[src/mem_pipe_settings.svh]
`ifndef MEM_PIPE_SETTINGS_SVH
`define MEM_PIPE_SETTINGS_SVH

// Outstanding reads the order queue can track
`define MEM_PIPE_QUEUE_DEPTH 16

// Pointer width for that depth
`define MEM_PIPE_QUEUE_DEPTH_N 4

`endif

[src/mem_pipe_pkg.sv]
package mem_pipe_pkg;

	// Which core port a request or reply belongs to
	typedef enum logic {
		SIDE_INST = 1'b0,
		SIDE_DATA = 1'b1
	} mem_side_t;

	// Order code the memory sees for every instruction fetch
	localparam logic [1:0] ORDER_FETCH = 2'd2;

	// Load/store request from the core
	typedef struct packed {
		logic [1:0] order;
		logic rw;
		logic [1:0] mmu_mode;
		logic [31:0] pdt;
		logic [31:0] addr;
		logic [31:0] data;
	} data_req_t;

	// Fetch request, order and data are implied
	typedef struct packed {
		logic [1:0] mmu_mode;
		logic [31:0] pdt;
		logic [31:0] addr;
	} inst_req_t;

	// Request as it leaves for memory
	typedef struct packed {
		// Set for data writes, the memory answers with an ack only
		logic store_ack;
		logic [1:0] order;
		logic rw;
		logic [1:0] mmu_mode;
		logic [31:0] pdt;
		logic [31:0] addr;
		logic [31:0] data;
	} mem_req_t;

	// Reply from memory, also the shape of both core reply ports
	typedef struct packed {
		logic pagefault;
		logic [63:0] data;
		logic [27:0] mmu_flags;
	} mem_rsp_t;

endpackage

[src/arbiter_matching_queue.sv]
`include "mem_pipe_settings.svh"

module arbiter_matching_queue #(
	parameter int DEPTH = `MEM_PIPE_QUEUE_DEPTH,
	parameter int DEPTH_N = `MEM_PIPE_QUEUE_DEPTH_N
) (
	input logic iCLOCK,
	input logic inRESET,
	input logic flush,
	input logic push,
	input mem_pipe_pkg::mem_side_t push_side,
	output logic full,
	input logic pop,
	output logic head_valid,
	output mem_pipe_pkg::mem_side_t head_side
);
	import mem_pipe_pkg::*;

	localparam logic [DEPTH_N-1:0] LAST_PTR = DEPTH_N'(DEPTH - 1);
	localparam logic [DEPTH_N:0] FULL_COUNT = (DEPTH_N + 1)'(DEPTH);

	mem_side_t side_mem [DEPTH];
	logic [DEPTH_N-1:0] wr_ptr;
	logic [DEPTH_N-1:0] rd_ptr;
	logic [DEPTH_N:0] count;
	logic do_push;
	logic do_pop;

	assign full = (count == FULL_COUNT);
	assign head_valid = (count != '0);
	assign head_side = side_mem[rd_ptr];

	// Never overrun or underrun, whatever the callers do
	assign do_push = push && !full;
	assign do_pop = pop && head_valid;

	always_ff @(posedge iCLOCK) begin
		if (do_push) begin
			side_mem[wr_ptr] <= push_side;
		end
	end

	always_ff @(posedge iCLOCK or negedge inRESET) begin
		if (!inRESET) begin
			wr_ptr <= '0;
			rd_ptr <= '0;
			count <= '0;
		end else if (flush) begin
			// All outstanding tags are dropped at once
			wr_ptr <= '0;
			rd_ptr <= '0;
			count <= '0;
		end else begin
			if (do_push) begin
				wr_ptr <= (wr_ptr == LAST_PTR) ? '0 : wr_ptr + 1'b1;
			end
			if (do_pop) begin
				rd_ptr <= (rd_ptr == LAST_PTR) ? '0 : rd_ptr + 1'b1;
			end
			case ({do_push, do_pop})
				2'b10: count <= count + 1'b1;
				2'b01: count <= count - 1'b1;
				default: count <= count;
			endcase
		end
	end

endmodule

[src/core_request_mux.sv]
module core_request_mux (
	input logic iCLOCK,
	input logic inRESET,
	// Load/store side
	input logic data_req,
	input mem_pipe_pkg::data_req_t data_req_info,
	output logic data_lock,
	// Fetch side
	input logic inst_req,
	input mem_pipe_pkg::inst_req_t inst_req_info,
	output logic inst_lock,
	// Back pressure
	input logic mem_lock,
	input logic queue_full,
	input logic flush,
	// Issue register towards memory
	output logic mem_req,
	output mem_pipe_pkg::mem_req_t mem_req_info,
	// Order queue write
	output logic push,
	output mem_pipe_pkg::mem_side_t push_side
);
	import mem_pipe_pkg::*;

	logic common_lock;
	logic data_sel;
	logic inst_sel;
	logic accept;
	mem_req_t next_info;

	assign common_lock = queue_full || mem_lock;

	// Data always wins, a fetch only goes when no data request is up
	assign data_sel = data_req;
	assign inst_sel = !data_req && inst_req;

	assign data_lock = common_lock || inst_sel;
	assign inst_lock = common_lock || data_req;

	assign accept = !common_lock && (data_sel || inst_sel);

	always_comb begin
		if (data_sel) begin
			next_info = '{
				store_ack: data_req_info.rw,
				order: data_req_info.order,
				rw: data_req_info.rw,
				mmu_mode: data_req_info.mmu_mode,
				pdt: data_req_info.pdt,
				addr: data_req_info.addr,
				data: data_req_info.data
			};
		end else begin
			// Fetch is always a read with no write data
			next_info = '{
				store_ack: 1'b0,
				order: ORDER_FETCH,
				rw: 1'b0,
				mmu_mode: inst_req_info.mmu_mode,
				pdt: inst_req_info.pdt,
				addr: inst_req_info.addr,
				data: 32'h0
			};
		end
	end

	// Stores get an ack from memory and never occupy a queue slot
	assign push = accept && !(data_sel && data_req_info.rw);
	assign push_side = data_sel ? SIDE_DATA : SIDE_INST;

	always_ff @(posedge iCLOCK or negedge inRESET) begin
		if (!inRESET) begin
			mem_req <= 1'b0;
		end else if (flush) begin
			mem_req <= 1'b0;
		end else if (!common_lock) begin
			mem_req <= data_sel || inst_sel;
		end
	end

	// Fields only load on acceptance, otherwise they hold
	always_ff @(posedge iCLOCK) begin
		if (flush) begin
			mem_req_info <= '0;
		end else if (accept) begin
			mem_req_info <= next_info;
		end
	end

endmodule

[src/mem_response_router.sv]
module mem_response_router (
	input logic iCLOCK,
	input logic inRESET,
	// Reply from memory
	input logic mem_valid,
	input logic mem_store_ack,
	input logic mem_queue_flush,
	input mem_pipe_pkg::mem_rsp_t mem_rsp_info,
	// Order queue read
	input logic head_valid,
	input mem_pipe_pkg::mem_side_t head_side,
	output logic pop,
	// Core stall inputs
	input logic inst_busy,
	input logic data_busy,
	output logic mem_busy,
	// Fetch reply port
	output logic inst_valid,
	output logic inst_queue_flush,
	output mem_pipe_pkg::mem_rsp_t inst_rsp_info,
	// Load/store reply port
	output logic data_valid,
	output mem_pipe_pkg::mem_rsp_t data_rsp_info
);
	import mem_pipe_pkg::*;

	logic read_rsp;
	logic rsp_inst;
	logic rsp_data;
	logic inst_valid_q;

	// Memory holds off its replies while either core port is stalled
	assign mem_busy = data_busy || inst_busy;

	assign read_rsp = mem_valid && !mem_store_ack && head_valid;
	assign rsp_inst = read_rsp && (head_side == SIDE_INST);
	assign rsp_data = (mem_valid && mem_store_ack) || (read_rsp && (head_side == SIDE_DATA));

	// A fetch reply is only consumed when the fetch register can take it
	assign pop = read_rsp && ((head_side == SIDE_DATA) || !inst_busy);

	// Fetch side, frozen while the core is busy
	always_ff @(posedge iCLOCK or negedge inRESET) begin
		if (!inRESET) begin
			inst_valid_q <= 1'b0;
		end else if (!inst_busy) begin
			inst_valid_q <= rsp_inst;
		end
	end

	always_ff @(posedge iCLOCK) begin
		if (!inst_busy && rsp_inst) begin
			inst_rsp_info <= mem_rsp_info;
		end
	end

	// Flush notice is forwarded even when the fetch port is stalled
	always_ff @(posedge iCLOCK or negedge inRESET) begin
		if (!inRESET) begin
			inst_queue_flush <= 1'b0;
		end else begin
			inst_queue_flush <= mem_queue_flush;
		end
	end

	assign inst_valid = inst_valid_q && !inst_busy;

	// Data side takes read replies and store acks alike
	always_ff @(posedge iCLOCK or negedge inRESET) begin
		if (!inRESET) begin
			data_valid <= 1'b0;
		end else begin
			data_valid <= rsp_data;
		end
	end

	always_ff @(posedge iCLOCK) begin
		if (rsp_data) begin
			data_rsp_info <= mem_rsp_info;
		end
	end

endmodule

[src/memory_pipe_arbiter.sv]
module memory_pipe_arbiter (
	input logic iCLOCK,
	input logic inRESET,
	// Load/store requests from the core
	input logic data_req,
	input mem_pipe_pkg::data_req_t data_req_info,
	output logic data_lock,
	// Load/store replies to the core
	output logic data_valid,
	input logic data_busy,
	output mem_pipe_pkg::mem_rsp_t data_rsp_info,
	// Fetch requests from the core
	input logic inst_req,
	input mem_pipe_pkg::inst_req_t inst_req_info,
	output logic inst_lock,
	// Fetch replies to the core
	output logic inst_valid,
	input logic inst_busy,
	output logic inst_queue_flush,
	output mem_pipe_pkg::mem_rsp_t inst_rsp_info,
	// Memory request port
	output logic mem_req,
	input logic mem_lock,
	output mem_pipe_pkg::mem_req_t mem_req_info,
	// Memory reply port
	input logic mem_valid,
	output logic mem_busy,
	input logic mem_store_ack,
	input logic mem_queue_flush,
	input mem_pipe_pkg::mem_rsp_t mem_rsp_info
);
	import mem_pipe_pkg::*;

	// Order queue handshake
	logic queue_full;
	logic push;
	mem_side_t push_side;
	logic pop;
	logic head_valid;
	mem_side_t head_side;

	core_request_mux u_req_mux (
		.iCLOCK(iCLOCK),
		.inRESET(inRESET),
		.data_req(data_req),
		.data_req_info(data_req_info),
		.data_lock(data_lock),
		.inst_req(inst_req),
		.inst_req_info(inst_req_info),
		.inst_lock(inst_lock),
		.mem_lock(mem_lock),
		.queue_full(queue_full),
		.flush(mem_queue_flush),
		.mem_req(mem_req),
		.mem_req_info(mem_req_info),
		.push(push),
		.push_side(push_side)
	);

	// Side tag per outstanding read, in issue order
	arbiter_matching_queue u_match_queue (
		.iCLOCK(iCLOCK),
		.inRESET(inRESET),
		.flush(mem_queue_flush),
		.push(push),
		.push_side(push_side),
		.full(queue_full),
		.pop(pop),
		.head_valid(head_valid),
		.head_side(head_side)
	);

	mem_response_router u_rsp_router (
		.iCLOCK(iCLOCK),
		.inRESET(inRESET),
		.mem_valid(mem_valid),
		.mem_store_ack(mem_store_ack),
		.mem_queue_flush(mem_queue_flush),
		.mem_rsp_info(mem_rsp_info),
		.head_valid(head_valid),
		.head_side(head_side),
		.pop(pop),
		.inst_busy(inst_busy),
		.data_busy(data_busy),
		.mem_busy(mem_busy),
		.inst_valid(inst_valid),
		.inst_queue_flush(inst_queue_flush),
		.inst_rsp_info(inst_rsp_info),
		.data_valid(data_valid),
		.data_rsp_info(data_rsp_info)
	);

endmodule

[config.mk]
export PLATFORM = sky130hd
export DESIGN_NAME = memory_pipe_arbiter
export DESIGN_NICKNAME = d
export VERILOG_FILES = /design/src/mem_pipe_pkg.sv /design/src/arbiter_matching_queue.sv /design/src/core_request_mux.sv /design/src/mem_response_router.sv /design/src/memory_pipe_arbiter.sv
export VERILOG_INCLUDE_DIRS = /design/src
export SDC_FILE = /design/constraint.sdc
export NUM_CORES = 1
export LEC_CHECK = 0
export CORE_AREA = 4 4 220 222
export DETAILED_ROUTE_END_ITERATION = 8
export DIE_AREA = 0 0 224 226
export DONT_BUFFER_PORTS = 1
export GPL_ROUTABILITY_DRIVEN = 0
export SETUP_SLACK_MARGIN = 0.4
export SLEW_MARGIN = 10
export SYNTH_ARGS = -nofsm -noshare
export SYNTH_HDL_FRONTEND = slang
export SYNTH_HIERARCHICAL = 1
export SYNTH_SLANG_ARGS = --single-unit
[constraint.sdc]
create_clock -name iCLOCK -period 9.1 [get_ports iCLOCK]
set_input_delay 0.91 -clock iCLOCK [delete_from_list [all_inputs] [get_ports iCLOCK]]
set_output_delay 0.91 -clock iCLOCK [all_outputs]
set_load 0.005 [all_outputs]
==> results of run 1 <==
## layer usage
metal  routed length [um]  vias to the layer above
met3                 3420                       53
met1                13900                     3421
met4                  935                        2
li1                     -                     3090
met5                   13                        -
met2                21200                      478
## power groups by stage
stage	registers (W)	clock network (W)	logic, W
2_1_floorplan	0.00184	0	0.000372
3_3_place_gp	0.00189	0	0.000427
6_report	0.00186	0.00136	0.000439
4_1_cts	0.00187	0.00140	0.000440
5_1_grt	0.00188	0.00147	0.000486
3_5_place_dp	0.00190	0	0.000437
## flip-flops by register name (all words and copies together) (netlist names)
| register | count |
|---|---|
| u_req_mux/mem_req_info | 101 |
| u_rsp_router/data_rsp_info | 93 |
| u_rsp_router/inst_rsp_info | 93 |
| u_match_queue/side_mem | 16 |
| u_match_queue/count | 5 |
| u_match_queue/rd_ptr | 4 |
| u_match_queue/wr_ptr | 4 |
| u_req_mux/mem_req | 1 |
| u_rsp_router/data_valid | 1 |
| u_rsp_router/inst_queue_flush | 1 |
| u_rsp_router/inst_valid_q | 1 |
## cell families (layout without fill, tap and decap cells)
| logic type | count (synthesis) | in the layout | synth area share |
|---|---|---|---|
| AOI/OAI and AO/OA | 233 | 233 | 0.132 |
| xor gates and xnor gates | 4 | 4 | 0.00293 |
| adders and majority gates | 7 | 7 | 0.00731 |
| buffers and inverters | 71 | 75 | 0.0299 |
| DFF | 320 | 320 | 0.711 |
| muxes | 79 | 79 | 0.0718 |
| other | 0 | 9 | 0 |
| and+or+nand+nor | 110 | 110 | 0.0452 |
## area by class of cell
class | instances | area (um2) | share of cell area
diodes | 9 | 22.5 | 0.00165
multi-input cells | 433 | 3140 | 0.230
inverters | 9 | 33.8 | 0.00248
flip-flops and latches | 320 | 8510 | 0.624
clock inverters | 24 | 310 | 0.0227
well taps | 607 | 759 | 0.0557
clock buffers | 33 | 783 | 0.0574
repair buffers | 9 | 80.1 | 0.00587
## layout by cell type (no fill, tap or decap), types with 3 or more instances in the layout
| master | count |
|---|---|
| mux2i_1 | 72 |
| bufinv_16 | 6 |
| o21ai_0 | 6 |
| ha_1 | 7 |
| clkinv_2 | 5 |
| xor2_1 | 3 |
| clkbuf_16 | 31 |
| nor2_4 | 3 |
| nor2_1 | 24 |
| inv_1 | 9 |
| a211oi_2 | 20 |
| a211oi_1 | 48 |
| dfrtp_1 | 17 |
| edfxtp_1 | 202 |
| mux4_2 | 5 |
| a21oi_2 | 20 |
| nor2b_1 | 4 |
| o21ai_1 | 31 |
| dfxtp_1 | 101 |
| nand2_1 | 44 |
| nor3_1 | 9 |
| diode_2 | 9 |
| clkinvlp_4 | 4 |
| nand3_1 | 3 |
| a21oi_1 | 90 |
| nand2b_1 | 4 |
| buf_4 | 8 |
## path summary, 6_finish.rpt
kind                                                        from                                       to  slack, ns
min                                                      inRESET  u_rsp_router/inst_queue_flush$_DFF_PN0_       0.14
max in group asynchronous                                inRESET      u_match_queue/wr_ptr[3]$_DFFE_PN0P_       8.81
min reg2reg                u_rsp_router/inst_valid_q$_DFFE_PN0N_    u_rsp_router/inst_valid_q$_DFFE_PN0N_       0.49
max reg2reg                   u_match_queue/count[2]$_DFFE_PN0P_       u_match_queue/count[4]$_DFFE_PN0P_       4.87
min in group iCLOCK                              mem_queue_flush  u_rsp_router/inst_queue_flush$_DFF_PN0_       0.37
max                           u_match_queue/count[2]$_DFFE_PN0P_       u_match_queue/count[4]$_DFFE_PN0P_       4.87
## through the flow
stage	util	cell area (um2)
final	0.294	13600
after detailed placement	0.270	12500
after global routing	0.294	13600
after global placement	0.270	12500
after floorplan	-	12000
after CTS	0.294	13600
## critical path, stage by stage (launching register included)
cell and delay, ns:
dfrtp_1 0.49, or4_4 0.28, nor2_1 0.15, nor2_4 0.11, buf_4 0.67, nand2_1 0.15
a21oi_1 0.79, a21oi_1 0.26, xnor2_1 0.24, ha_1 0.27, o31a_1 0.14, nor3_1 0.04
or4_1 0.42, o22ai_1 0.11
==> impl_metrics.json, run 1 <==
{
  "clkSlewWorstSetupHoldPaths_ns": 0.07,
  "via_count": 7044,
  "netlist_top_cells_area": "edfxtp_1, dfxtp_1, mux2i_1, a21oi_1, dfrtp_1",
  "netlist_area_um2": 12000,
  "ys_ff_latch": 320,
  "end_kind": "flop",
  "syn_to_final_growth_pct": 13.9,
  "tightest_slew_ns": 1.02,
  "worstHoldPathType": "in -> async",
  "async_reset_ff_frac": 0.0531,
  "grt_use_met1": 0.156,
  "post_cts_buffers": 0,
  "drc": 0,
  "grt_setup_unrepaired": "false",
  "grt_pass1_wl_mm": 52.5,
  "reg2reg_depth": 13,
  "p_sw_w": 0.000988,
  "yosys_warnings": 6,
  "clk_latency_ns": 0.58,
  "grt_use_met3": 0.0415,
  "synth.most_common_cell": "edfxtp_1",
  "crit_required_ns": 9.61,
  "start_kind": "flop",
  "drt_iter0_drc": 627,
  "synthTopCellsByCount": "edfxtp_1, dfxtp_1, a21oi_1",
  "pre_cts_slack_ns": 4.95,
  "p_total_w": 0.00367,
  "yosys.area.top_type": "edfxtp_1",
  "clock_skew_ns": 0.0181,
  "leakagePower_nw": 4.57,
  "crit_fanout": 70,
  "dr.pass1.iters": 6,
  "combPwrFrac": 0.120,
  "slew_headroom": 0.319,
  "holdWs_ns": 0.137,
  "instances_no_fill": 1444,
  "core_area_um2": 46400,
  "synth_ff_type": "edfxtp_1",
  "cts_buffer_depth": 3,
  "via_per_inst": 4.88,
  "syn_area_per_cell_um2": 14.5,
  "port_buffers": 0,
  "synth.top_cell.area_share": 0.506,
  "drtAntennaViolNets": 0,
  "grt_max_degree": 119,
  "setup_ws_ns": 4.87,
  "finalSetupViolCount": 0,
  "run_status": "completed",
  "initial_utilization": 0.258,
  "ios": 565,
  "fmax_mhz": 236,
  "dp_cells": 1377,
  "worst-setup-path-type": "reg -> reg",
  "gr-usage-all-layers": 0.142,
  "swShare": 0.269,
  "p_int_w": 0.00268,
  "antenna_found_initial": 8,
  "cap_violations": 0,
  "cts-resized-gates": 0,
  "cts_made_buffers": 31,
  "dp_hpwl_mm": 30.5,
  "cts.sinks": 320,
  "power.density_nw_per_um2": 269,
  "power.share.clock": 0.372,
  "routedWlPerCell_um": 27.4,
  "die_w_um": 224,
  "max-vdd-ir-drop_uv": 174,
  "finalMaxSlewViolations": 0,
  "dieArea_um2": 50600,
  "fin_crit_sh": 0.465,
  "hold_buffers": 1,
  "grt_overflow": 0,
  "fin_crit_ns": 4.23,
  "synth-seq-area-share": 0.711,
  "synthesis.instances": 824,
  "synth_cell_types": 58,
  "cts_tree": "built",
  "root_buffer": "clkbuf_16",
  "grt.busiest_layer": "met2",
  "fillers": 4567,
  "syn-num-nets": 1101,
  "cp.arrival_ns": 4.74,
  "cts_max_level": 1,
  "final-hold-violation-count": 0,
  "setup_tns_ns": 0,
  "die_y_um": 226,
  "met2_usage": 0.265,
  "synth_edf_count": 202,
  "pwr-share-seq": 0.508,
  "fp-row-count": 79,
  "routed_wl_mm": 39.5,
  "grt_pass1_vias": 6860,
  "drive_above_1_share": 0.147,
  "fin_nets": 1081
}
Power figures use the tool's default switching activity.
==> run 2: changes to the inputs <==
--- a/config.mk
+++ b/config.mk
@@ -6,9 +6,10 @@
 export SDC_FILE = /design/constraint.sdc
 export NUM_CORES = 1
 export LEC_CHECK = 0
-export CORE_AREA = 4 4 220 222
+export ABC_AREA = 1
+export CORE_AREA = 4 4 216 218
 export DETAILED_ROUTE_END_ITERATION = 8
-export DIE_AREA = 0 0 224 226
+export DIE_AREA = 0 0 220 222
 export DONT_BUFFER_PORTS = 1
 export GPL_ROUTABILITY_DRIVEN = 0
 export SETUP_SLACK_MARGIN = 0.4
==> constraint.sdc (replaced) <==
create_clock -name iCLOCK -period 3.4 [get_ports iCLOCK]
set_input_delay 0.34 -clock iCLOCK [delete_from_list [all_inputs] [get_ports iCLOCK]]
set_output_delay 0.34 -clock iCLOCK [all_outputs]
set_load 0.005 [all_outputs]
==> run 2 against run 1 <==
  * Clock skew is 0.0029 ns lower
  * Register-to-register slack worse by 4.2 ns
  * Core utilization rose by 5.3 points
  * First-iteration DRC count is 13% lower
  * Cell count increased by 37%
  * Via count rose by 25%
  * Power grew to 2.6 times the previous value
  * Highest routed layer is now met4
  * Largest cell class unchanged
  * Routed wire length fell by 3.1%
  * Worst hold slack got worse by 0.11 ns
  * Area after synthesis up 1.9%
  * Critical path type unchanged
==> impl_metrics.json, run 2 <==
{
  "synth.most_common_cell": "nand2_1",
  "finalMaxSlewViolations": 0,
  "setup_tns_ns": 0,
  "die_y_um": 222,
  "gr-usage-all-layers": 0.145,
  "core_area_um2": 44900,
  "grt_max_degree": 105,
  "cts.sinks": 320,
  "fmax_mhz": 371,
  "cpPeakStageDelay_ns": 0.44,
  "end_kind": "flop",
  "cpMaxStageDelayCell": "dfrtp_1",
  "post_cts_buffers": 0,
  "synth_ff_type": "edfxtp_1",
  "clkSlewWorstSetupHoldPaths_ns": 0.06,
  "slew_headroom": 0.399,
  "synth-seq-area-share": 0.697,
  "yosys.area.top_type": "edfxtp_1",
  "power.density_nw_per_um2": 622,
  "fin_nets": 1620,
  "yosys_warnings": 6,
  "initial_utilization": 0.272,
  "cp.arrival_ns": 3.11,
  "cap_violations": 0,
  "fin_crit_ns": 2.70,
  "port_buffers": 0,
  "cts_tree": "built",
  "largestRegisters": "u_req_mux/mem_req_info: 101 flops, u_rsp_router/data_rsp_info: 93 flops, u_rsp_router/inst_rsp_info: 93 flops",
  "crit_required_ns": 3.81,
  "grt_pass1_vias": 8521,
  "dr.pass1.iters": 5,
  "syn-num-nets": 1463,
  "drtAntennaViolNets": 0,
  "ios": 565,
  "syn_to_final_growth_pct": 27.8,
  "final-hold-violation-count": 0,
  "synth_cell_types": 37,
  "grt_pass1_wl_mm": 53.3,
  "clk_latency_ns": 0.52,
  "start_kind": "flop",
  "hold_depth": 2,
  "netlist_top_cells_area": "edfxtp_1, dfxtp_1, nand2_1, nor2_1, dfrtp_1",
  "holdWs_ns": 0.0304,
  "dp_hpwl_mm": 28.3,
  "grt_setup_unrepaired": "false",
  "worstHoldStart": "data_req",
  "drive_above_1_share": 0.0636,
  "regMostFlops": "u_req_mux/mem_req_info",
  "cts_max_level": 2,
  "finalSetupViolCount": 0,
  "ys_ff_latch": 320,
  "async_reset_ff_frac": 0.0531,
  "via_per_inst": 4.45,
  "final_common_cell": "nand2_1",
  "reg2reg_depth": 19,
  "antenna_found_initial": 13,
  "max-vdd-ir-drop_uv": 372,
  "design_area_um2": 15600,
  "netlist_area_um2": 12200,
  "via_count": 8794,
  "routed_wl_mm": 38.3,
  "synth_edf_count": 202,
  "largest_reg_flops": 101,
  "fin_crit_sh": 0.793,
  "drc": 0,
  "cts_buffer_depth": 3,
  "root_buffer": "clkbuf_16",
  "synthTopCellsByCount": "nand2_1, edfxtp_1, nor2_1",
  "final_cell_mix": "nand2_1, edfxtp_1, nor2_1",
  "critPathLaunch": "u_match_queue/rd_ptr[1]$_DFFE_PN0P_",
  "leakagePower_nw": 6.20,
  "fp-row-count": 78,
  "tightest_slew_ns": 0.899,
  "run_status": "completed",
  "crit_fanout": 9,
  "placed_area_um2": 12900,
  "syn_area_per_cell_um2": 10.3,
  "r2r-start": "u_match_queue/rd_ptr[1]$_DFFE_PN0P_",
  "synth.top_cell.area_share": 0.497,
  "crit_top_cell": "inv_1",
  "grt_overflow": 0,
  "die_w_um": 220,
  "crit_chain": "inv_1 -> o21ai_1 -> o221ai_1 -> o21ai_1 -> o22ai_1 -> inv_1 -> a21oi_2 -> nand2_4 -> inv_4 -> nand3_1 -> nand2_1 -> inv_1 -> ha_1 -> inv_1 -> nand2_1 -> nand3_2 -> nand3_1 -> nand3_1 -> nand2_1",
  "utilization": 0.347,
  "multi_input_area_um2": 3070,
  "worstHoldPathType": "in -> reg",
  "dieArea_um2": 48800,
  "worst-setup-path-type": "reg -> reg",
  "clock_skew_ns": 0.0153,
  "routedWlPerCell_um": 19.4,
  "drt_iter0_drc": 545,
  "synthesis.instances": 1186,
  "final-seq-area_um2": 8510,
  "cts_made_buffers": 34,
  "fillers": 4389
}
run 2: changes by cell type after synthesis, moves of 45 or more:
cell / change
a21oi_1: -51
a211oi_1: -48
mux2i_1: -72
nor2_1: +139
nand2_1: +358
nand3_1: +45
inv_1: +82
run 2: what timing repair did:
item	4_1_cts	5_1_grt
endpoints found under the hold margin	262	0
setup endpoints to repair	0	2
hold buffers	161	0
resized for setup	0	2
run 2: final timing paths:
check                      slack, ns                                      end
min                             0.03  u_req_mux/mem_req_info[20]$_SDFFE_PP0P_
max in group asynchronous       2.39      u_match_queue/rd_ptr[0]$_DFFE_PN0P_
max                             0.70       u_match_queue/count[4]$_DFFE_PN0P_
max reg2reg                     0.70       u_match_queue/count[4]$_DFFE_PN0P_
min reg2reg                     0.49  u_req_mux/mem_req_info[10]$_SDFFE_PP0P_
min in group asynchronous       0.40      u_match_queue/rd_ptr[1]$_DFFE_PN0P_
run 2: power breakdown:
| part | switching, W | internal, W |
|---|---|---|
| Sequential | 0.000314 | 0.00462 |
| Combinational | 0.000754 | 0.000429 |
| Clock | 0.00147 | 0.00211 |
| Total | 0.00254 | 0.00716 |
run 2: stage by stage:
step / total power, W / std cells / setup WS, ns
floorplan: 0.00565 / 1186 / 0.350
global placement: 0.00595 / 1746 / 0.630
detailed placement: 0.00598 / 1746 / 0.586
CTS: 0.00977 / 1968 / 0.549
global route: 0.0102 / 1974 / 0.420
finish: 0.00970 / 1974 / 0.703
run 2: logic make-up after synthesis:
family / synth area share
AO/OA/AOI/OAI: 0.0353
adder cells (fa/ha/maj): 0.00718
buffers and inverters: 0.0529
flip-flops: 0.697
AND/OR/NAND/NOR: 0.206
XOR/XNOR: 0.000718
run 2: critical path: cells and delay by family, from the launching register on:
| kind | cells | cell delay [ns] |
|---|---|---|
| adders and majority gates | 1 | 0.17 |
| DFF | 1 | 0.44 |
| and+or+nand+nor | 8 | 0.75 |
| AOI/OAI and AO/OA | 5 | 0.72 |
| buffers and inverters | 5 | 0.51 |
run 2: layout make-up:
| cell class | count | share of cell area |
|---|---|---|
| flip-flops and latches | 320 | 0.546 |
| multi-input cells | 715 | 0.197 |
| repair buffers | 175 | 0.115 |
| clock buffers | 45 | 0.0606 |
| well taps | 600 | 0.0481 |
| inverters | 97 | 0.0244 |
| clock inverters | 16 | 0.00850 |
| diodes | 6 | 0.000963 |
run 2: layer usage:
metal	GRT usage	vias to the layer above	part of all wire
met5	0	-	0
met4	0.0594	0	0.035
met3	0.0577	92	0.11
met2	0.265	550	0.52
met1	0.144	4008	0.34
li1	-	4144	-
